===== config.mk =====
export PLATFORM = sky130hd
export DESIGN_NAME = wasm_ctrl_unit
export DESIGN_NICKNAME = d
export VERILOG_FILES = /design/src/logic/wasm_pkg.sv /design/src/logic/leb128_decoder.sv /design/src/logic/section_parser.sv /design/src/logic/opcode_decoder.sv /design/src/logic/wasm_ctrl_unit.sv
export VERILOG_INCLUDE_DIRS = /design/src /design/src/logic
export SDC_FILE = /design/constraint.sdc
export NUM_CORES = 1
export LEC_CHECK = 0
export ABC_AREA = 1
export BUFFER_PORTS_ARGS = -buffer_cell sky130_fd_sc_hd__clkbuf_2
export CORE_AREA = 2 2 187 189
export DETAILED_ROUTE_END_ITERATION = 6
export DIE_AREA = 0 0 189 191
export PLACE_DENSITY_LB_ADDON = 0.15
export SETUP_SLACK_MARGIN = 0.15
export SLEW_MARGIN = 20
export SYNTH_ARGS = -nofsm -noshare
export SYNTH_HDL_FRONTEND = slang
export SYNTH_SLANG_ARGS = --single-unit

===== constraint.sdc =====
create_clock -name clk -period 4 [get_ports clk]
set_input_delay 0.6 -clock clk [delete_from_list [all_inputs] [get_ports clk]]
set_output_delay 0.6 -clock clk [all_outputs]
set_load 0.02 [all_outputs]

===== src/logic/wasm_params.svh =====
`ifndef WASM_PARAMS_SVH
`define WASM_PARAMS_SVH

`define WASM_WIN_BYTES      8
`define WASM_WIN_W          (`WASM_WIN_BYTES * 8)
`define WASM_SHIFT_W        32

// "\0asm" then version 1, byte 0 in the low bits
`define WASM_MAGIC_VERSION  64'h0000_0001_6d73_6100

`define WASM_SEC_TYPE       8'd1
`define WASM_SEC_CODE       8'd10

`define WASM_TYPE_DEPTH     8
`define WASM_TYPE_IDX_W     3

`define WASM_OP_NOP         8'h01
`define WASM_OP_END         8'h0b
`define WASM_OP_DROP        8'h1a
`define WASM_OP_SELECT      8'h1b
`define WASM_OP_LOCAL_GET   8'h20
`define WASM_OP_LOCAL_SET   8'h21
`define WASM_OP_LOCAL_TEE   8'h22
`define WASM_OP_I32_LOAD    8'h28
`define WASM_OP_I32_STORE   8'h36
`define WASM_OP_I32_CONST   8'h41
`define WASM_OP_I32_EQZ     8'h45
`define WASM_OP_I32_EQ      8'h46
`define WASM_OP_I32_NE      8'h47
`define WASM_OP_I32_LT_S    8'h48
`define WASM_OP_I32_LT_U    8'h49
`define WASM_OP_I32_GT_S    8'h4a
`define WASM_OP_I32_GT_U    8'h4b
`define WASM_OP_I32_LE_S    8'h4c
`define WASM_OP_I32_LE_U    8'h4d
`define WASM_OP_I32_GE_S    8'h4e
`define WASM_OP_I32_GE_U    8'h4f
`define WASM_OP_I32_ADD     8'h6a
`define WASM_OP_I32_SUB     8'h6b
`define WASM_OP_I32_AND     8'h71
`define WASM_OP_I32_OR      8'h72
`define WASM_OP_I32_SHL     8'h74
`define WASM_OP_I32_SHR_S   8'h75
`define WASM_OP_I32_SHR_U   8'h76
`define WASM_OP_I32_ROTL    8'h77
`define WASM_OP_I32_ROTR    8'h78

`endif


===== src/logic/wasm_pkg.sv =====
package wasm_pkg;

    typedef enum logic [1:0] {
        module_head    = 2'd0,
        section_head   = 2'd1,
        vector_head    = 2'd2,
        vector_content = 2'd3
    } parse_state_e;

    typedef enum logic [4:0] {
        alu_add    = 5'd0,
        alu_sub    = 5'd1,
        alu_and    = 5'd2,
        alu_or     = 5'd3,
        alu_select = 5'd4,
        alu_eqz    = 5'd5,
        alu_eq     = 5'd6,
        alu_lt_u   = 5'd7,
        alu_gt_u   = 5'd8,
        alu_le_u   = 5'd9,
        alu_ge_u   = 5'd10,
        alu_lt_s   = 5'd11,
        alu_gt_s   = 5'd12,
        alu_le_s   = 5'd13,
        alu_ge_s   = 5'd14,
        alu_ne     = 5'd15,
        alu_shl    = 5'd16,
        alu_shr_s  = 5'd17,
        alu_shr_u  = 5'd18,
        alu_rotl   = 5'd19,
        alu_rotr   = 5'd20
    } alu_op_e;

    typedef enum logic [1:0] {
        push_alu       = 2'd0,
        push_mem_const = 2'd2,  // load data or immediate
        push_local     = 2'd3
    } push_src_e;

    typedef struct packed {
        logic [1:0] pop_num;
        logic       push;
        push_src_e  push_src;
    } stack_ctrl_t;

    typedef struct packed {
        logic load_en;
        logic store_en;
        logic local_get;
        logic local_set;
    } mem_ctrl_t;

    typedef struct packed {
        stack_ctrl_t stack;
        alu_op_e     alu_op;
        mem_ctrl_t   mem;
    } exec_ctrl_t;

    typedef struct packed {
        logic [31:0] value;
        logic [2:0]  byte_cnt;
    } leb_t;

endpackage


===== src/logic/leb128_decoder.sv =====
`timescale 1ns/10ps

module leb128_decoder (
    input  logic [39:0]    bytes_in,
    output wasm_pkg::leb_t leb
);

    logic [31:0] value;
    logic [2:0]  cnt;
    logic        done;

    always_comb begin
        value = '0;
        cnt   = 3'd5;
        done  = 1'b0;
        for (int i = 0; i < 4; i++) begin
            if (!done) begin
                value[7*i +: 7] = bytes_in[8*i +: 7];
                if (!bytes_in[8*i+7]) begin   // continuation bit clear
                    done = 1'b1;
                    cnt  = 3'(i + 1);
                end
            end
        end
        // fifth byte only carries the top four bits of a u32
        if (!done) begin
            value[31:28] = bytes_in[35:32];
        end
    end

    assign leb.value    = value;
    assign leb.byte_cnt = cnt;

endmodule


===== src/logic/section_parser.sv =====
`timescale 1ns/10ps
`include "wasm_params.svh"

module section_parser (
    input  logic                        clk,
    input  logic                        rst_n,
    input  logic [`WASM_WIN_W-1:0]      instr,
    input  logic                        instr_vld,
    input  wasm_pkg::leb_t              leb,
    input  logic                        bad_opcode,
    output wasm_pkg::parse_state_e      state,
    output logic [7:0]                  section_id,
    output logic [`WASM_SHIFT_W-1:0]    shift_minus_one,
    output logic                        instr_error,
    input  logic [`WASM_TYPE_IDX_W-1:0] type_idx,
    output logic [7:0]                  param_count,
    output logic [7:0]                  result_count
);

    logic [31:0]                 section_len;
    logic [31:0]                 vec_num;
    logic [31:0]                 vec_cnt;
    logic                        result_half;  // second half of a type entry
    logic [7:0]                  param_tab  [`WASM_TYPE_DEPTH];
    logic [7:0]                  result_tab [`WASM_TYPE_DEPTH];
    logic                        is_type;
    logic                        is_code;
    logic                        last_vec;
    logic                        advance;
    logic                        tab_wr;
    logic [`WASM_TYPE_IDX_W-1:0] tab_idx;

    assign is_type  = (section_id == `WASM_SEC_TYPE);
    assign is_code  = (section_id == `WASM_SEC_CODE);
    assign last_vec = (vec_cnt == vec_num - 32'd1);
    assign advance  = instr_vld && !instr_error;
    assign tab_wr   = (vec_cnt < `WASM_TYPE_DEPTH);  // extra entries are walked, not kept
    assign tab_idx  = vec_cnt[`WASM_TYPE_IDX_W-1:0];

    always_comb begin
        shift_minus_one = '0;
        case (state)
            wasm_pkg::module_head: begin
                shift_minus_one = 32'd7;
            end
            wasm_pkg::section_head: begin
                shift_minus_one = 32'(leb.byte_cnt);  // id byte plus length
            end
            wasm_pkg::vector_head: begin
                if (is_type || is_code) begin
                    shift_minus_one = 32'(leb.byte_cnt) - 32'd1;
                end else begin
                    shift_minus_one = section_len - 32'd1;  // skip whole body
                end
            end
            wasm_pkg::vector_content: begin
                if (is_type) begin
                    if (result_half) begin
                        shift_minus_one = 32'(instr[7:0]);
                    end else begin
                        shift_minus_one = 32'(instr[15:8]) + 32'd1;  // form byte, count, params
                    end
                end
            end
            default: ;
        endcase
    end

    always_ff @(posedge clk or negedge rst_n) begin
        if (!rst_n) begin
            state       <= wasm_pkg::module_head;
            section_id  <= '0;
            vec_cnt     <= '0;
            result_half <= 1'b0;
            instr_error <= 1'b0;
        end else if (advance) begin
            case (state)
                wasm_pkg::module_head: begin
                    if (instr == `WASM_MAGIC_VERSION) begin
                        state <= wasm_pkg::section_head;
                    end else begin
                        instr_error <= 1'b1;
                    end
                end
                wasm_pkg::section_head: begin
                    section_id <= instr[7:0];
                    state      <= wasm_pkg::vector_head;
                end
                wasm_pkg::vector_head: begin
                    vec_cnt     <= '0;
                    result_half <= 1'b0;
                    if ((is_type || is_code) && leb.value != 32'd0) begin
                        state <= wasm_pkg::vector_content;
                    end else begin
                        state <= wasm_pkg::section_head;
                    end
                end
                wasm_pkg::vector_content: begin
                    if (is_code) begin
                        if (bad_opcode) begin
                            instr_error <= 1'b1;
                        end else if (instr[7:0] == `WASM_OP_END) begin
                            vec_cnt <= vec_cnt + 32'd1;
                            if (last_vec) begin
                                state <= wasm_pkg::section_head;
                            end
                        end
                    end else if (is_type) begin
                        result_half <= !result_half;
                        if (result_half) begin
                            vec_cnt <= vec_cnt + 32'd1;
                            if (last_vec) begin
                                state <= wasm_pkg::section_head;
                            end
                        end
                    end else begin
                        state <= wasm_pkg::section_head;
                    end
                end
                default: ;
            endcase
        end
    end

    always_ff @(posedge clk) begin
        if (advance) begin
            if (state == wasm_pkg::section_head) begin
                section_len <= leb.value;
            end
            if (state == wasm_pkg::vector_head) begin
                vec_num <= leb.value;
            end
            if (state == wasm_pkg::vector_content && is_type && tab_wr) begin
                if (result_half) begin
                    result_tab[tab_idx] <= instr[7:0];
                end else begin
                    param_tab[tab_idx] <= instr[15:8];
                end
            end
        end
    end

    assign param_count  = param_tab[type_idx];
    assign result_count = result_tab[type_idx];

endmodule


===== src/logic/opcode_decoder.sv =====
`timescale 1ns/10ps
`include "wasm_params.svh"

module opcode_decoder (
    input  logic [7:0]                 opcode,
    input  wasm_pkg::leb_t             leb,
    input  logic                       active,
    output wasm_pkg::exec_ctrl_t       exec,
    output logic [`WASM_SHIFT_W-1:0]   code_shift,
    output logic                       bad_opcode
);

    logic [`WASM_SHIFT_W-1:0] imm_shift;  // opcode plus one leb immediate

    assign imm_shift = `WASM_SHIFT_W'(leb.byte_cnt);

    // pops operands, pushes the ALU result
    function automatic wasm_pkg::exec_ctrl_t alu_ctrl(
        input logic [1:0]        pops,
        input wasm_pkg::alu_op_e op
    );
        wasm_pkg::exec_ctrl_t c;
        c                = '0;
        c.stack.pop_num  = pops;
        c.stack.push     = 1'b1;
        c.stack.push_src = wasm_pkg::push_alu;
        c.alu_op         = op;
        return c;
    endfunction

    always_comb begin
        exec       = '0;
        code_shift = '0;
        bad_opcode = 1'b0;
        if (active) begin
            case (opcode)
                `WASM_OP_NOP, `WASM_OP_END: ;
                `WASM_OP_DROP: begin
                    exec.stack.pop_num = 2'd1;
                end
                `WASM_OP_SELECT:  exec = alu_ctrl(2'd3, wasm_pkg::alu_select);
                `WASM_OP_I32_EQZ: exec = alu_ctrl(2'd1, wasm_pkg::alu_eqz);
                `WASM_OP_I32_EQ:  exec = alu_ctrl(2'd2, wasm_pkg::alu_eq);
                `WASM_OP_I32_NE:  exec = alu_ctrl(2'd2, wasm_pkg::alu_ne);
                `WASM_OP_I32_LT_S: exec = alu_ctrl(2'd2, wasm_pkg::alu_lt_s);
                `WASM_OP_I32_LT_U: exec = alu_ctrl(2'd2, wasm_pkg::alu_lt_u);
                `WASM_OP_I32_GT_S: exec = alu_ctrl(2'd2, wasm_pkg::alu_gt_s);
                `WASM_OP_I32_GT_U: exec = alu_ctrl(2'd2, wasm_pkg::alu_gt_u);
                `WASM_OP_I32_LE_S: exec = alu_ctrl(2'd2, wasm_pkg::alu_le_s);
                `WASM_OP_I32_LE_U: exec = alu_ctrl(2'd2, wasm_pkg::alu_le_u);
                `WASM_OP_I32_GE_S: exec = alu_ctrl(2'd2, wasm_pkg::alu_ge_s);
                `WASM_OP_I32_GE_U: exec = alu_ctrl(2'd2, wasm_pkg::alu_ge_u);
                `WASM_OP_I32_ADD:  exec = alu_ctrl(2'd2, wasm_pkg::alu_add);
                `WASM_OP_I32_SUB:  exec = alu_ctrl(2'd2, wasm_pkg::alu_sub);
                `WASM_OP_I32_AND:  exec = alu_ctrl(2'd2, wasm_pkg::alu_and);
                `WASM_OP_I32_OR:   exec = alu_ctrl(2'd2, wasm_pkg::alu_or);
                `WASM_OP_I32_SHL:  exec = alu_ctrl(2'd2, wasm_pkg::alu_shl);
                `WASM_OP_I32_SHR_S: exec = alu_ctrl(2'd2, wasm_pkg::alu_shr_s);
                `WASM_OP_I32_SHR_U: exec = alu_ctrl(2'd2, wasm_pkg::alu_shr_u);
                `WASM_OP_I32_ROTL: exec = alu_ctrl(2'd2, wasm_pkg::alu_rotl);
                `WASM_OP_I32_ROTR: exec = alu_ctrl(2'd2, wasm_pkg::alu_rotr);
                `WASM_OP_I32_CONST: begin
                    exec.stack.push     = 1'b1;
                    exec.stack.push_src = wasm_pkg::push_mem_const;
                    code_shift          = imm_shift;
                end
                `WASM_OP_LOCAL_GET: begin
                    exec.stack.push     = 1'b1;
                    exec.stack.push_src = wasm_pkg::push_local;
                    exec.mem.local_get  = 1'b1;
                    code_shift          = imm_shift;
                end
                `WASM_OP_LOCAL_SET: begin
                    exec.stack.pop_num = 2'd1;
                    exec.mem.local_set = 1'b1;
                    code_shift         = imm_shift;
                end
                `WASM_OP_LOCAL_TEE: begin
                    exec.mem.local_set = 1'b1;  // value stays on the stack
                    code_shift         = imm_shift;
                end
                `WASM_OP_I32_LOAD: begin
                    exec.stack.pop_num  = 2'd1;
                    exec.stack.push     = 1'b1;
                    exec.stack.push_src = wasm_pkg::push_mem_const;
                    exec.mem.load_en    = 1'b1;
                    code_shift          = imm_shift + 32'd1;  // align byte plus offset
                end
                `WASM_OP_I32_STORE: begin
                    exec.stack.pop_num = 2'd2;
                    exec.mem.store_en  = 1'b1;
                    code_shift         = imm_shift + 32'd1;
                end
                default: begin
                    bad_opcode = 1'b1;
                end
            endcase
        end
    end

endmodule


===== src/logic/wasm_ctrl_unit.sv =====
`timescale 1ns/10ps
`include "wasm_params.svh"

module wasm_ctrl_unit (
    input  logic                        clk,
    input  logic                        rst_n,
    input  logic [`WASM_WIN_W-1:0]      instr,
    input  logic                        instr_vld,
    input  logic [`WASM_TYPE_IDX_W-1:0] type_idx,
    output logic [`WASM_SHIFT_W-1:0]    shift_minus_one,
    output wasm_pkg::exec_ctrl_t        exec,
    output logic [31:0]                 constant,
    output logic                        instr_error,
    output logic [7:0]                  param_count,
    output logic [7:0]                  result_count
);

    wasm_pkg::parse_state_e   state;
    wasm_pkg::leb_t           leb;
    logic [7:0]               section_id;
    logic [39:0]              leb_in;
    logic                     in_code;
    logic                     active;
    logic                     bad_opcode;
    logic [`WASM_SHIFT_W-1:0] parse_shift;
    logic [`WASM_SHIFT_W-1:0] code_shift;

    // vector count starts at byte 0, everything else follows an id or opcode
    assign leb_in = (state == wasm_pkg::vector_head) ? instr[39:0] : instr[47:8];

    assign in_code = (state == wasm_pkg::vector_content) && (section_id == `WASM_SEC_CODE);
    assign active  = in_code && instr_vld && !instr_error;

    assign shift_minus_one = in_code ? code_shift : parse_shift;
    assign constant        = leb.value;

    leb128_decoder u_leb (
        .bytes_in (leb_in),
        .leb      (leb)
    );

    section_parser u_parser (
        .clk             (clk),
        .rst_n           (rst_n),
        .instr           (instr),
        .instr_vld       (instr_vld),
        .leb             (leb),
        .bad_opcode      (bad_opcode),
        .state           (state),
        .section_id      (section_id),
        .shift_minus_one (parse_shift),
        .instr_error     (instr_error),
        .type_idx        (type_idx),
        .param_count     (param_count),
        .result_count    (result_count)
    );

    opcode_decoder u_opdec (
        .opcode     (instr[7:0]),
        .leb        (leb),
        .active     (active),
        .exec       (exec),
        .code_shift (code_shift),
        .bad_opcode (bad_opcode)
    );

endmodule


== Word-level counts from Yosys, hierarchy flattened ==
Memory sizes are Yosys's and may differ from the RTL's.
Cells that the tools add are included.
W data, S select, Z words.

* Register bits: 108
* Bits in writable memories: 128
* Output and inout port bits: 95
* Logic and storage cells: 158
* Memories kept: 2

* Add/subtract/negate cells: 6
* Magnitude comparators: 1
* Eq/ne operators: 48
* Multiplexer cells: 66
* Reduce and logical (&&, ||, !) cells: 28

{| class="wikitable"
|+ Memories
! name !! depth !! width !! read ports !! clocked after Yosys merged registers in !! write ports !! RTL line !! source
|-
| u_parser.param_tab || 8 || 8 || 1 || 0 || 1 || section_parser.sv:24 || <nowiki>logic [7:0] param_tab [`WASM_TYPE_DEPTH];</nowiki>
|-
| u_parser.result_tab || 8 || 8 || 1 || 0 || 1 || section_parser.sv:25 || <nowiki>logic [7:0] result_tab [`WASM_TYPE_DEPTH];</nowiki>
|}

{| class="wikitable"
|+ Operators with widths
! operator !! number
|-
| $mux W32 || 10
|-
| $eq A8 B7 Y1 const B || 21
|-
| $pmux W32 S2 || 2
|-
| $pmux W32 S4 || 1
|-
| $pmux W5 S20 || 1
|-
| $eq A64 B33 Y1 const B || 1
|-
| $sub A32 B1 Y32 const B || 2
|-
| $eq A8 B6 Y1 const B || 5
|-
| $mux W36 || 1
|-
| $add A32 B1 Y32 const B || 1
|-
| $eq A32 B32 Y1 || 1
|-
| $lt A32 B4 Y1 const B || 1
|-
| $reduce_bool A32 Y1 || 1
|-
| $reduce_or A30 Y1 || 1
|-
| $mux W1 || 26
|-
| $mux W3 || 7
|-
| $mux W7 || 3
|-
| $reduce_or A21 Y1 || 1
|-
| $reduce_or A20 Y1 || 1
|-
| $eq A8 B1 Y1 const B || 2
|-
| $eq A8 B4 Y1 const B || 2
|-
| $eq A8 B5 Y1 const B || 2
|-
| $mux W2 || 8
|-
| $mux W14 || 1
|-
| other kinds (27) || 47
|}

== Depth between registers and ports, before layout ==
Gate-level depths: netlist of the first run.

* Depth after elaboration: 13
* Depth in mapped cells: 16
* Mapped depth without buffers: 16

== By module ==
A second synthesis of the first run with hierarchy kept.

* Cell total of the unflattened synthesis: 1954
* Area total of the unflattened synthesis: 15143.3 um^2

{| class="wikitable"
|+ By module, submodules not included
! module !! times used !! cells an instance !! area each (um^2) !! seq. area each (um^2)
|-
| section_parser || 1 || 1432 || 12726.0 || 6866.6
|-
| wasm_ctrl_unit || 1 || 261 || 1124.8 || 0.0
|-
| opcode_decoder || 1 || 194 || 997.2 || 0.0
|-
| leb128_decoder || 1 || 67 || 295.3 || 0.0
|}

== Worst setup path after synthesis of the first run ==
OpenSTA, ideal clock, no wires.

* Path kind: input -> register
* Start: input port instr_vld
* End: register u_parser.section_id[3]
* Library setup time: 132 ps
* Arrival: 2882 ps
* Setup slack: 986 ps
* Stages on the path: 8
* Cells stage by stage: inv_1 > nor2_1 > inv_1 > nor2_1 > inv_1 > clkbuf_1 > nand2_1 > o21ai_0

* Longest elaborated chain between the ends: 2

{| class="wikitable"
|+ Ends and longest elaborated chain
! element !! RTL line !! source
|-
| from (decl) || wasm_ctrl_unit.sv:8 || <nowiki>input logic instr_vld,</nowiki>
|-
| $logic_and A1 B1 Y1 || section_parser.sv:36 || <nowiki>assign advance = instr_vld && !instr_error;</nowiki>
|-
| $reduce_and A2 Y1 (no line) || n/a ||
|-
| to (signal assigned) || section_parser.sv:86 || <nowiki>section_id <= instr[7:0];</nowiki>
|-
| to (decl) || section_parser.sv:12 || <nowiki>output logic [7:0] section_id,</nowiki>
|}

Every way passes these cells.
A chain may end at the register's enable or synchronous reset.

== Worst setup path after layout of the first run ==
* Start: register u_parser.state[1]
* End: output port shift_minus_one[2]

* Longest elaborated chain between the ends: 13
* Elaborated cells between the ends (all ways): 27
* Those cells by class: 2 x add/sub; 3 x eq/ne; 18 x mux; 4 x reduce/logical

{| class="wikitable"
|+ Ends and longest elaborated chain
! element !! RTL line !! source
|-
| from (decl) || section_parser.sv:11 || <nowiki>output wasm_pkg::parse_state_e state,</nowiki>
|-
| from (signal assigned) || section_parser.sv:71 || <nowiki>state <= wasm_pkg::module_head;</nowiki>
|-
| from (signal assigned) || section_parser.sv:80 || <nowiki>state <= wasm_pkg::section_head;</nowiki>
|-
| from (signal assigned) || section_parser.sv:87 || <nowiki>state <= wasm_pkg::vector_head;</nowiki>
|-
| $eq A2 B2 Y1 || section_parser.sv:42, wasm_ctrl_unit.sv:29 ||
|-
| $mux W36 || wasm_ctrl_unit.sv:29 || <nowiki>assign leb_in = (state == wasm_pkg::vector_head) ? instr[39:0] : instr[47:8];</nowiki>
|-
| $mux W3 (2 in a row) || leb128_decoder.sv:19 || <nowiki>if (!bytes_in[8*i+7]) begin</nowiki>
|-
| $mux W3 || leb128_decoder.sv:17 || <nowiki>if (!done) begin</nowiki>
|-
| $mux W3 || leb128_decoder.sv:19 ||
|-
| $mux W3 || leb128_decoder.sv:17 ||
|-
| $mux W3 || leb128_decoder.sv:19 ||
|-
| $mux W3 || leb128_decoder.sv:17 ||
|-
| $sub A3 B1 Y4 / $add A3 B1 Y4 (equally long branches) || section_parser.sv:51, opcode_decoder.sv:87, opcode_decoder.sv:92 ||
|-
| $mux W32 / $pmux W32 S2 (equally long branches) || section_parser.sv:50, opcode_decoder.sv:36 ||
|-
| $pmux W32 S4 / $mux W32 (equally long branches) || section_parser.sv:42, opcode_decoder.sv:35 ||
|-
| $mux W32 * || wasm_ctrl_unit.sv:34 || <nowiki>assign shift_minus_one = in_code ? code_shift : parse_shift;</nowiki>
|-
| to (decl) || wasm_ctrl_unit.sv:10 || <nowiki>output logic [`WASM_SHIFT_W-1:0] shift_minus_one,</nowiki>
|}

Every way passes the cells marked *; elsewhere a longest branch is shown, timed or not.

==> key figures, run 1 <==
GRT
  – Gr usage total: ~22%
  – GRT overflow: 0
  – Via count of the first global-routing pass: about 11000
  – Largest net degree at the start of global routing: between 60 and 70
  – Initial antenna violation count: 0
  – First-pass GRT wire length: 62000 µm

Placed design
  – Dpl hpwl: approximately 30000 µm
  – Routability Congestion: a little under 1
  – Placed Cells: around 2200
  – Placement Setup Slack: ~630 ps
  – DP Area: 14900 µm²
  – Port-buffer cells: 164

Worst setup path
  – CP Max Fanout: 35
  – Startpoint Class: register
  – Worst reg2reg endpoint: u_parser.param_tab[2][7]$_DFFE_PP_
  – Crit end category: output pin
  – Reg2reg path depth: 9
  – CP cell instances: nand2_8 > buf_6 > o21ai_2 > nor2_8 > nor2_1 > inv_1 > ha_1 > xor2_1 > o211ai_1 > o2111ai_1 > clkbuf_2
  – Arrival @ worst endpoint: ~3100 ps
  – CP max stage delay: roughly 540 ps
  – Critical Path RT: 3400 ps
  – CP Class: register to output pin
  – RR Startpoint: u_parser.section_id[5]$_DFFE_PN0P_
  – Critical path's slowest cell: dfrtp_1
  – R2r setup slk: 990 ps

Finish
  – Register area: just under 7000 µm²
  – Fin util: 46.8%
  – Final non-filler cell area: ~16000 µm²
  – Layout fillers: ~3300
  – Area occupied by multi-input gates: between 5000 and 6000 µm²
  – Diode count: 0
  – # nets final: roughly 1900
  – Final instance count without filler cells: ~2300
  – Area Overhead vs Synth: 18.0%
  – Share of layout cells above drive strength 1: 16.8%

Pwr
  – PD cells: 509 nW/µm²
  – Power consumption: around 8.1 mW
  – Pleak: ~6.6 nW
  – VDD IR max: between 0.0003 and 0.0004 V

Timing
  – RSZ-0062 raised after global routing: yes
  – Crit path time final: 3730 ps
  – Peak Freq: ~270 MHz
  – Slew @ Worst Pin: between 900 and 1000 ps
  – Final WS setup: 273 ps
  – Hold violation total from the final report: 0
  – Final Max Slew Viols: 0
  – # setup viols final: 0
  – Period utilisation layout: just over 90%
  – Setup TNS Final: 0 ps
  – Relative slew margins: roughly a third
  – Final hold slack: between 30 and 40 ps
  – Final Skew: 8.73 ps

Route
  – Avg Vias per Cell: 5.21
  – Routed length per placed instance: 17.7 µm
  – DR pass1 iterations: 5
  – Initial DRC count: between 1000 and 1500
  – WL final: roughly 40000 µm
  – Via count: between 10000 and 15000
  – Number of remaining DRC errors: 0
  – Antenna viol nets, final: 0

Yosys
  – Post-Synthesis Net Count: 1680
  – Sequential-to-total area share from yosys stat: between 50% and 60%
  – Seq cells post-synth: around 240
  – Synth unique cells: 58
  – Number of synthesized flops with an enable pin: 192
  – Synth area leader: edfxtp_1
  – Most numerous cell in the Yosys netlist: nor2_1
  – Synthesized instance count: approximately 1600
  – Ys flop type: edfxtp_1
  – Async set-reset flop share out of synthesis: 18.6%
  – Synth Cell Area: around 14000 µm²
  – Synth area leaders: edfxtp_1, nor2_1, dfrtp_1
  – Syn Area/Cell: approximately 8.4 µm²
  – Synth top area share: a little over two fifths
  – Syn. warnings: 0
  – Top post-synthesis cells by count: nor2_1, nand2_1, edfxtp_1, inv_1, o21ai_0

Floorplanning
  – Core box area: roughly 34000 µm²
  – Die span in y: between 150 and 200 µm
  – Top-Level Pins: 165
  – Die width: ~190 µm
  – Row count: 68
  – Initial Util: 39.6%
  – Die area: between 30000 and 40000 µm²

Worst hold path
  – Hold crit path type: input pin to async pin

Clock tree
  – Total CTS buffers: 27
  – Root Driver: clkbuf_16
  – CTS tree: built
  – Worst-Skew Late Latency: 550 ps
  – Clk buf depth: 3
  – Sink Count: 236
  – H-tree levels: 1
  – Clk pin slew, worst setup/hold paths: 60 ps

Run status
  – Status: completed

Job
  – Max_cap viols: 0
layout by cell type, fill, tap and decap left out, types with 7 or more instances in the layout:
cell type and n:
a21oi_1 54, a31oi_1 23, buf_4 31, bufinv_16 7, clkbuf_16 27, clkbuf_2 164
dfrtp_1 44, edfxtp_1 192, inv_1 176, inv_2 7, nand2_1 271, nand3_1 57
nand4_1 33, nor2_1 308, nor2_2 12, nor2_4 9, nor3_1 43, nor4_1 22
o21a_1 8, o21ai_0 149, o21ai_1 8, o22ai_1 16, xnor2_1 20, xor2_1 33
cell type report:
type	count	area share [%]
Clock buffer	29	4.28
Tap cell	455	3.57
Sequential cell	236	43.0
Timing Repair Buffer	196	6.67
Multi-Input combinational cell	1139	36.2
Inverter	186	4.37
Clock inverter	20	1.91
kinds of logic (layout without fill, tap and decap cells):
group | after synthesis | in the layout | share of synthesized area, %
flops | 236 | 236 | 50.8
simple gates | 794 | 794 | 26.6
compound gates | 285 | 285 | 11.8
fa+ha+maj | 7 | 7 | 0.648
buf+inv | 228 | 431 | 6.71
xor+xnor | 53 | 53 | 3.43
worst max-delay path, delay by kind of cell (launching register included):
kind / cells / cell delay (ps)
flops: 1 / 540
compound gates: 3 / 590
simple gates: 3 / 570
xor+xnor: 1 / 160
buf+inv: 3 / 500
fa+ha+maj: 1 / 210
registers in the layout, summed over array words and instances, names as in the netlist, 2 cells and up:
name                  flops
u_parser.vec_num         32
u_parser.section_len     32
u_parser.state            2
u_parser.result_tab      64
u_parser.section_id       8
u_parser.param_tab       64
u_parser.vec_cnt         32
how the worst max path moves through the flow:
stage / endpoint / cells past startpoint / from / slack, ps
3_5_place_dp: shift_minus_one[2] / 13 / instr[15] / 630
3_3_place_gp: shift_minus_one[2] / 13 / instr[15] / 670
5_1_grt: shift_minus_one[2] / 12 / u_parser.state[1]$_DFFE_PN0P_ / 140
4_1_cts: shift_minus_one[2] / 12 / u_parser.state[1]$_DFFE_PN0P_ / 220
2_1_floorplan: u_parser.section_id[3]$_DFFE_PN0P_ / 8 / instr_vld / 990
6_report: shift_minus_one[2] / 11 / u_parser.state[1]$_DFFE_PN0P_ / 270
where the power goes:
group	leakage, nW	switching [mW]	internal (mW)
sequential	2.31	0.241	2.85
clock	0.487	1.03	1.70
combinational	3.85	1.63	0.675
total	6.64	2.90	5.22
metal layers:
layer	vias to the layer above	track usage (%)	routed length [µm]
met5	-	0	0
met4	0	5.53	816
met3	53	2.72	2260
met2	373	36.2	18500
met1	5562	31.0	18500
li1	5802	-	-
repair_timing:
item / 4_1_cts / 5_1_grt
setup buffers: 0 / 1
resized for setup: 1 / 2
endpoints found under the setup margin: 1 / 4
pin swaps: 0 / 0
hold buffers: 0 / 0
hold endpoints to repair: 0 / 0
Note: power is estimated with default switching activity, not from simulation.
==> inputs of run 2 (changes only) <==
--- a/config.mk
+++ b/config.mk
@@ -11,6 +11,7 @@
 export CORE_AREA = 2 2 187 189
 export DETAILED_ROUTE_END_ITERATION = 6
 export DIE_AREA = 0 0 189 191
+export MAX_ROUTING_LAYER = met4
 export PLACE_DENSITY_LB_ADDON = 0.15
 export SETUP_SLACK_MARGIN = 0.15
 export SLEW_MARGIN = 20
==> key figures, run 2 (synthesis results as in run 1) <==
Run status
  – Status: completed

Route
  – Routed length per placed instance: 17.9 µm (+1.1%)
  – Via count: 11700 (-0.70%)
  – DR pass1 iterations: 5 (unchanged)
  – Initial DRC count: 782 (-22%)
  – Antenna viol nets, final: 0 (unchanged)
  – WL final: 40500 µm (+1.1%)
  – Number of remaining DRC errors: 0 (unchanged)
  – Avg Vias per Cell: 5.18 (-0.70%)

Placed design
  – DP Area: 14900 µm² (-0.20%)
  – Port-buffer cells: 164 (unchanged)
  – Routability Congestion: 0.957 (-0.57%)
  – Placed Cells: 2207 (-0.18%)
  – Dpl hpwl: 29800 µm (+0.39%)

Worst setup path
  – Worst reg2reg endpoint: u_parser.param_tab[2][3]$_DFFE_PP_
  – Reg2reg path depth: 9 (unchanged)
  – Crit end category: output pin
  – CP Class: register to output pin
  – Crit path from: u_parser.state[0]$_DFFE_PN0P_
  – Arrival @ worst endpoint: 3110 ps (-20 ps)
  – R2r setup slk: 1030 ps (+40 ps)
  – Startpoint Class: register
  – Critical Path RT: 3400 ps (about the same)
  – CP Max Fanout: 35 (unchanged)
  – Worst setup path end: shift_minus_one[2]
  – RR Startpoint: u_parser.section_id[7]$_DFFE_PN0P_

Floorplanning
  – Die span in y: 191 µm (unchanged)
  – Initial Util: 39.6% (unchanged)
  – Top-Level Pins: 165 (unchanged)
  – Core box area: 34100 µm² (unchanged)
  – Row count: 68 (unchanged)
  – Die area: 36100 µm² (unchanged)
  – Die width: 189 µm (unchanged)

Timing
  – Final Max Slew Viols: 0 (unchanged)
  – Relative slew margins: 36.4% (+1.2 points)
  – Final Skew: 18.4 ps (+9.68 ps)
  – Slew @ Worst Pin: 952 ps (-18.2 ps)
  – Hold violation total from the final report: 0 (unchanged)
  – Crit path time final: 3710 ps (-20.4 ps)
  – Peak Freq: 270 MHz (+0.55%)
  – RSZ-0062 raised after global routing: yes
  – # setup viols final: 0 (unchanged)
  – Period utilisation layout: 92.7% (-0.51 points)
  – Final hold slack: 255 ps (+222 ps)
  – Setup TNS Final: 0 ps (unchanged)

Pwr
  – VDD IR max: 0.000360 V (-1.1%)
  – Pleak: 6.60 nW (-0.66%)
  – PD cells: 505 nW/µm² (-0.78%)
  – Power consumption: 8.04 mW (-1.1%)

GRT
  – GRT overflow: 0 (unchanged)
  – First-pass GRT wire length: 62500 µm (+0.77%)
  – Initial antenna violation count: 0 (unchanged)
  – Largest net degree at the start of global routing: 65 (unchanged)
  – Gr usage total: 22.9% (+0.85 points)
  – Via count of the first global-routing pass: 11300 (+2.3%)

Clock tree
  – Clk pin slew, worst setup/hold paths: 70 ps (about the same)
  – Clk buf depth: 3 (unchanged)
  – Worst-Skew Late Latency: 560 ps (about the same)
  – CTS tree: built
  – Sink Count: 236 (unchanged)
  – H-tree levels: 1 (unchanged)
  – Root Driver: clkbuf_16
  – Total CTS buffers: 28 (+3.7%)

Worst hold path
  – Hold crit path type: input pin to register

Finish
  – # nets final: 1860 (-0.16%)
  – Most frequent cells in the layout: nor2_1, nand2_1, edfxtp_1
  – Commonest non-fill, non-tap cell in the layout: nor2_1
  – Final instance count without filler cells: 2261 (unchanged)
  – Final non-filler cell area: 15900 µm² (-0.28%)
  – Top Registers: u_parser.param_tab x64, u_parser.result_tab x64
  – Area Overhead vs Synth: 17.7%
  – Share of layout cells above drive strength 1: 16.7% (-0.046 points)

Job
  – Max_cap viols: 0 (unchanged)
[run 2: worst min path at each step]
stage | from | end | slack, ps | cells after the start
2_1_floorplan | rst_n | u_parser.instr_error$_DFFE_PN0P_ | 300 | 0
3_3_place_gp | u_parser.section_id[6]$_DFFE_PN0P_ | u_parser.section_id[6]$_DFFE_PN0P_ | 470 | 2
3_5_place_dp | u_parser.section_id[6]$_DFFE_PN0P_ | u_parser.section_id[6]$_DFFE_PN0P_ | 480 | 2
4_1_cts | instr_vld | u_parser.instr_error$_DFFE_PN0P_ | 240 | 2
5_1_grt | instr_vld | u_parser.instr_error$_DFFE_PN0P_ | 260 | 2
6_report | instr_vld | u_parser.instr_error$_DFFE_PN0P_ | 250 | 2
[run 2: where the power goes]
part | switching, mW | leakage [nW] | internal [mW]
registers | 0.242 | 2.31 | 2.85
logic | 1.63 | 3.83 | 0.673
clock network | 1.08 | 0.464 | 1.57
[run 2: layout make-up]
| cell class | instances | area [µm²] |
|---|---|---|
| multi-input combinational | 1139 | 5770 |
| timing repair buffer | 192 | 1040 |
| sequential | 236 | 6870 |
| antenna | 1 | 2.50 |
| clock inverter | 19 | 246 |
| clock buffer | 33 | 719 |
| inverter | 186 | 698 |
| tap | 455 | 569 |
| fill | 3364 | 18200 |
[run 2: metal layers]
| metal | part of all wire [%] | global-route usage, % |
|---|---|---|
| met5 | 0 | - |
| met1 | 46 | 31.1 |
| met2 | 46 | 36.1 |
| met3 | 5.4 | 2.96 |
| met4 | 2.4 | 6.40 |
[run 2: what timing repair did]
action                                 in CTS  in global routing
buffers inserted                            0                  0
resized for setup                           0                  4
endpoints found under the hold margin       2                  0
setup endpoints to repair                   0                  5
hold buffers                                1                  0
[run 2: through the flow]
step           worst slack [ps]  utilization [%]
3_3_place_gp                627             43.7
3_5_place_dp                654             43.7
6_report                    294             46.6
2_1_floorplan               986                -
5_1_grt                     139             46.6
4_1_cts                     167             46.6
[run 2: worst max-delay path, stage by stage, from the launching register on]
cell,delay (ps)
dfrtp_1,390
inv_2,160
nand2_8,180
buf_6,220
o21ai_2,240
nor2_8,110
nor2_1,240
inv_1,80
ha_1,210
xor2_1,160
o211ai_1,170
o2111ai_1,200
clkbuf_2,200
==> inputs of run 3 (changes only) <==
--- a/config.mk
+++ b/config.mk
@@ -13,7 +13,7 @@
 export DIE_AREA = 0 0 189 191
 export MAX_ROUTING_LAYER = met4
 export PLACE_DENSITY_LB_ADDON = 0.15
-export SETUP_SLACK_MARGIN = 0.15
+export SETUP_SLACK_MARGIN = 0.5
 export SLEW_MARGIN = 20
 export SYNTH_ARGS = -nofsm -noshare
 export SYNTH_HDL_FRONTEND = slang
==> key figures, run 3 (synthesis results as in run 1) <==
Pwr
  – Sequential Power Share: 37.8% (-0.6 points)
  – Clk pwr share: 32.4% (-0.5 points)
  – VDD IR max: 0.000311 V (-13%)
  – Comb pwr share: 29.8% (+1.2 points)
  – Pleak: 6.71 nW (+1.7%)
  – PD cells: 505 nW/µm² (about the same)
  – Cell internal pwr: 5.17 mW (+1.6%)
  – Sw frac: 36.8% (about the same)
  – Psw: 3.00 mW (+1.7%)

Clock tree
  – Sink Count: 236 (unchanged)
  – Worst-Skew Late Latency: 560 ps (about the same)
  – Total CTS buffers: 28 (unchanged)
  – Clk buf depth: 3 (unchanged)
  – CTS tree: built
  – Clk pin slew, worst setup/hold paths: 70 ps (about the same)
  – H-tree levels: 1 (unchanged)
  – Root Driver: clkbuf_16

Timing
  – Setup TNS Final: 0 ps (unchanged)
  – Relative slew margins: 36.1% (-0.23 points)
  – RSZ-0062 raised after global routing: yes
  – Slew @ Worst Pin: 956 ps (+3.37 ps)
  – Hold violation total from the final report: 0 (unchanged)
  – Crit path time final: 3480 ps (-222 ps)
  – Peak Freq: 287 MHz (+6.4%)
  – Period utilisation layout: 87.1% (-5.6 points)
  – Final Skew: 16.3 ps (-2.08 ps)
  – Final WS setup: 516 ps (+222 ps)
  – Final Max Slew Viols: 0 (unchanged)
  – # setup viols final: 0 (unchanged)

Placed design
  – Placement Setup Slack: 654 ps (unchanged)
  – Dpl hpwl: 29800 µm (unchanged)
  – Routability Congestion: 0.957 (unchanged)
  – Port-buffer cells: 164 (unchanged)
  – Placed Cells: 2207 (unchanged)

Worst setup path
  – Crit end category: output pin
  – Arrival @ worst endpoint: 2880 ps (-230 ps)
  – Startpoint Class: register
  – CP Class: register to output pin
  – CP Max Fanout: 27 (-23%)
  – Critical Path RT: 3400 ps (about the same)

Finish
  – Commonest non-fill, non-tap cell in the layout: nor2_1
  – Top Registers: u_parser.param_tab x64, u_parser.result_tab x64
  – Area Overhead vs Synth: 19.7%
  – Final instance count without filler cells: 2279 (+0.80%)
  – Share of layout cells above drive strength 1: 18.5% (+1.8 points)
  – Layout fillers: 3349 (-0.45%)
  – Register area: 6870 µm² (unchanged)
  – Most frequent cells in the layout: nor2_1, nand2_1, edfxtp_1
  – Area occupied by multi-input gates: 5890 µm² (+2.0%)
  – # nets final: 1878 (+0.97%)

GRT
  – GRT overflow: 0 (unchanged)
  – Gr usage total: 22.9% (+0.025 points)
  – Via count of the first global-routing pass: 11300 (+0.18%)
  – Largest net degree at the start of global routing: 65 (unchanged)
  – First-pass GRT wire length: 62600 µm (+0.12%)
  – Initial antenna violation count: 0 (unchanged)

Route
  – DR pass1 iterations: 5 (unchanged)
  – Top layer in use: met4
  – Metal2 WL: 18800 µm (+0.77%)
  – Initial DRC count: 898 (+15%)
  – WL final: 41000 µm (+1.3%)
  – Routed length per placed instance: 18.0 µm (+0.54%)
  – Antenna viol nets, final: 0 (unchanged)
  – Avg Vias per Cell: 5.21 (+0.64%)
  – Met3 wire len: 2400 µm (+10%)
  – Via count: 11900 (+1.4%)
  – Number of remaining DRC errors: 0 (unchanged)
  – Met1 WL: 18800 µm (+0.64%)

Floorplanning
  – Row count: 68 (unchanged)
  – Top-Level Pins: 165 (unchanged)
  – Initial Util: 39.6% (unchanged)
  – Die area: 36100 µm² (unchanged)
  – Die width: 189 µm (unchanged)
  – Die span in y: 191 µm (unchanged)
  – Core box area: 34100 µm² (unchanged)

Job
  – Max_cap viols: 0 (unchanged)

Run status
  – Status: completed

Worst hold path
  – Hold crit path type: input pin to register
-- run 3: metal layers --
metal,GRT usage (%),vias to the layer above
met2,36.2,387
met3,2.96,77
met5,-,-
met1,31.1,5585
met4,6.40,0
li1,-,5827
-- run 3: power groups by stage --
stage	Sequential, mW	Clock (mW)	Combinational, mW
after floorplan	3.03	0	1.58
after global placement	3.13	0	2.27
after detailed placement	3.13	0	2.28
after CTS	3.09	2.69	2.31
after global routing	3.11	2.80	2.67
final	3.09	2.65	2.43
-- run 3: per-stage QoR --
stage                     hold slack [ps]  total power, mW  instance area [µm²]  util, %
after global placement                475             5.40                14900     43.7
after floorplan                       304             4.61                13500        -
after global routing                  262             8.59                16200     47.4
final                                 258             8.17                16200     47.4
after detailed placement              480             5.41                14900     43.7
after CTS                             237             8.09                15900     46.7
-- run 3: critical path, cell delays in order (launching register included) --
cell,delay [ps]
dfrtp_1,390
clkinv_4,130
nand2_8,170
buf_8,200
nand2_1,110
o21ai_4,100
nor2_8,70
a21oi_4,180
inv_1,80
ha_1,190
xor2_1,160
o211ai_1,160
o2111ai_1,190
buf_2,210
-- run 3: final cells by class --
type	count	share of cell area, %
sequential	236	42.4
multi-input combinational	1140	36.4
timing repair buffer	209	7.29
clock buffer	33	4.45
inverter	186	4.37
tap	455	3.52
clock inverter	19	1.52
antenna	1	0.0155
-- run 3: final timing paths --
kind / start / endpoint / slack, ps / cells after the start
setup / recovery: u_parser.state[0]$_DFFE_PN0P_ / shift_minus_one[2] / 520 / 13
hold / removal: instr_vld / u_parser.instr_error$_DFFE_PN0P_ / 260 / 2
setup reg to reg: u_parser.section_id[7]$_DFFE_PN0P_ / u_parser.param_tab[2][4]$_DFFE_PP_ / 1020 / 9
hold reg to reg: u_parser.section_id[6]$_DFFE_PN0P_ / u_parser.section_id[6]$_DFFE_PN0P_ / 490 / 2
max in group asynchronous: rst_n / u_parser.state[1]$_DFFE_PN0P_ / 2630 / 3
min in group asynchronous: rst_n / u_parser.vec_cnt[6]$_DFFE_PN0P_ / 540 / 2
-- run 3: what timing repair did --
item / CTS / global route
hold buffers: 1 / 0
endpoints found under the setup margin: 9 / 22
pin swaps: 3 / 14
resized for setup: 7 / 38
buffers inserted: 3 / 14
hold endpoints to repair: 2 / 0
cloned: 0 / 1
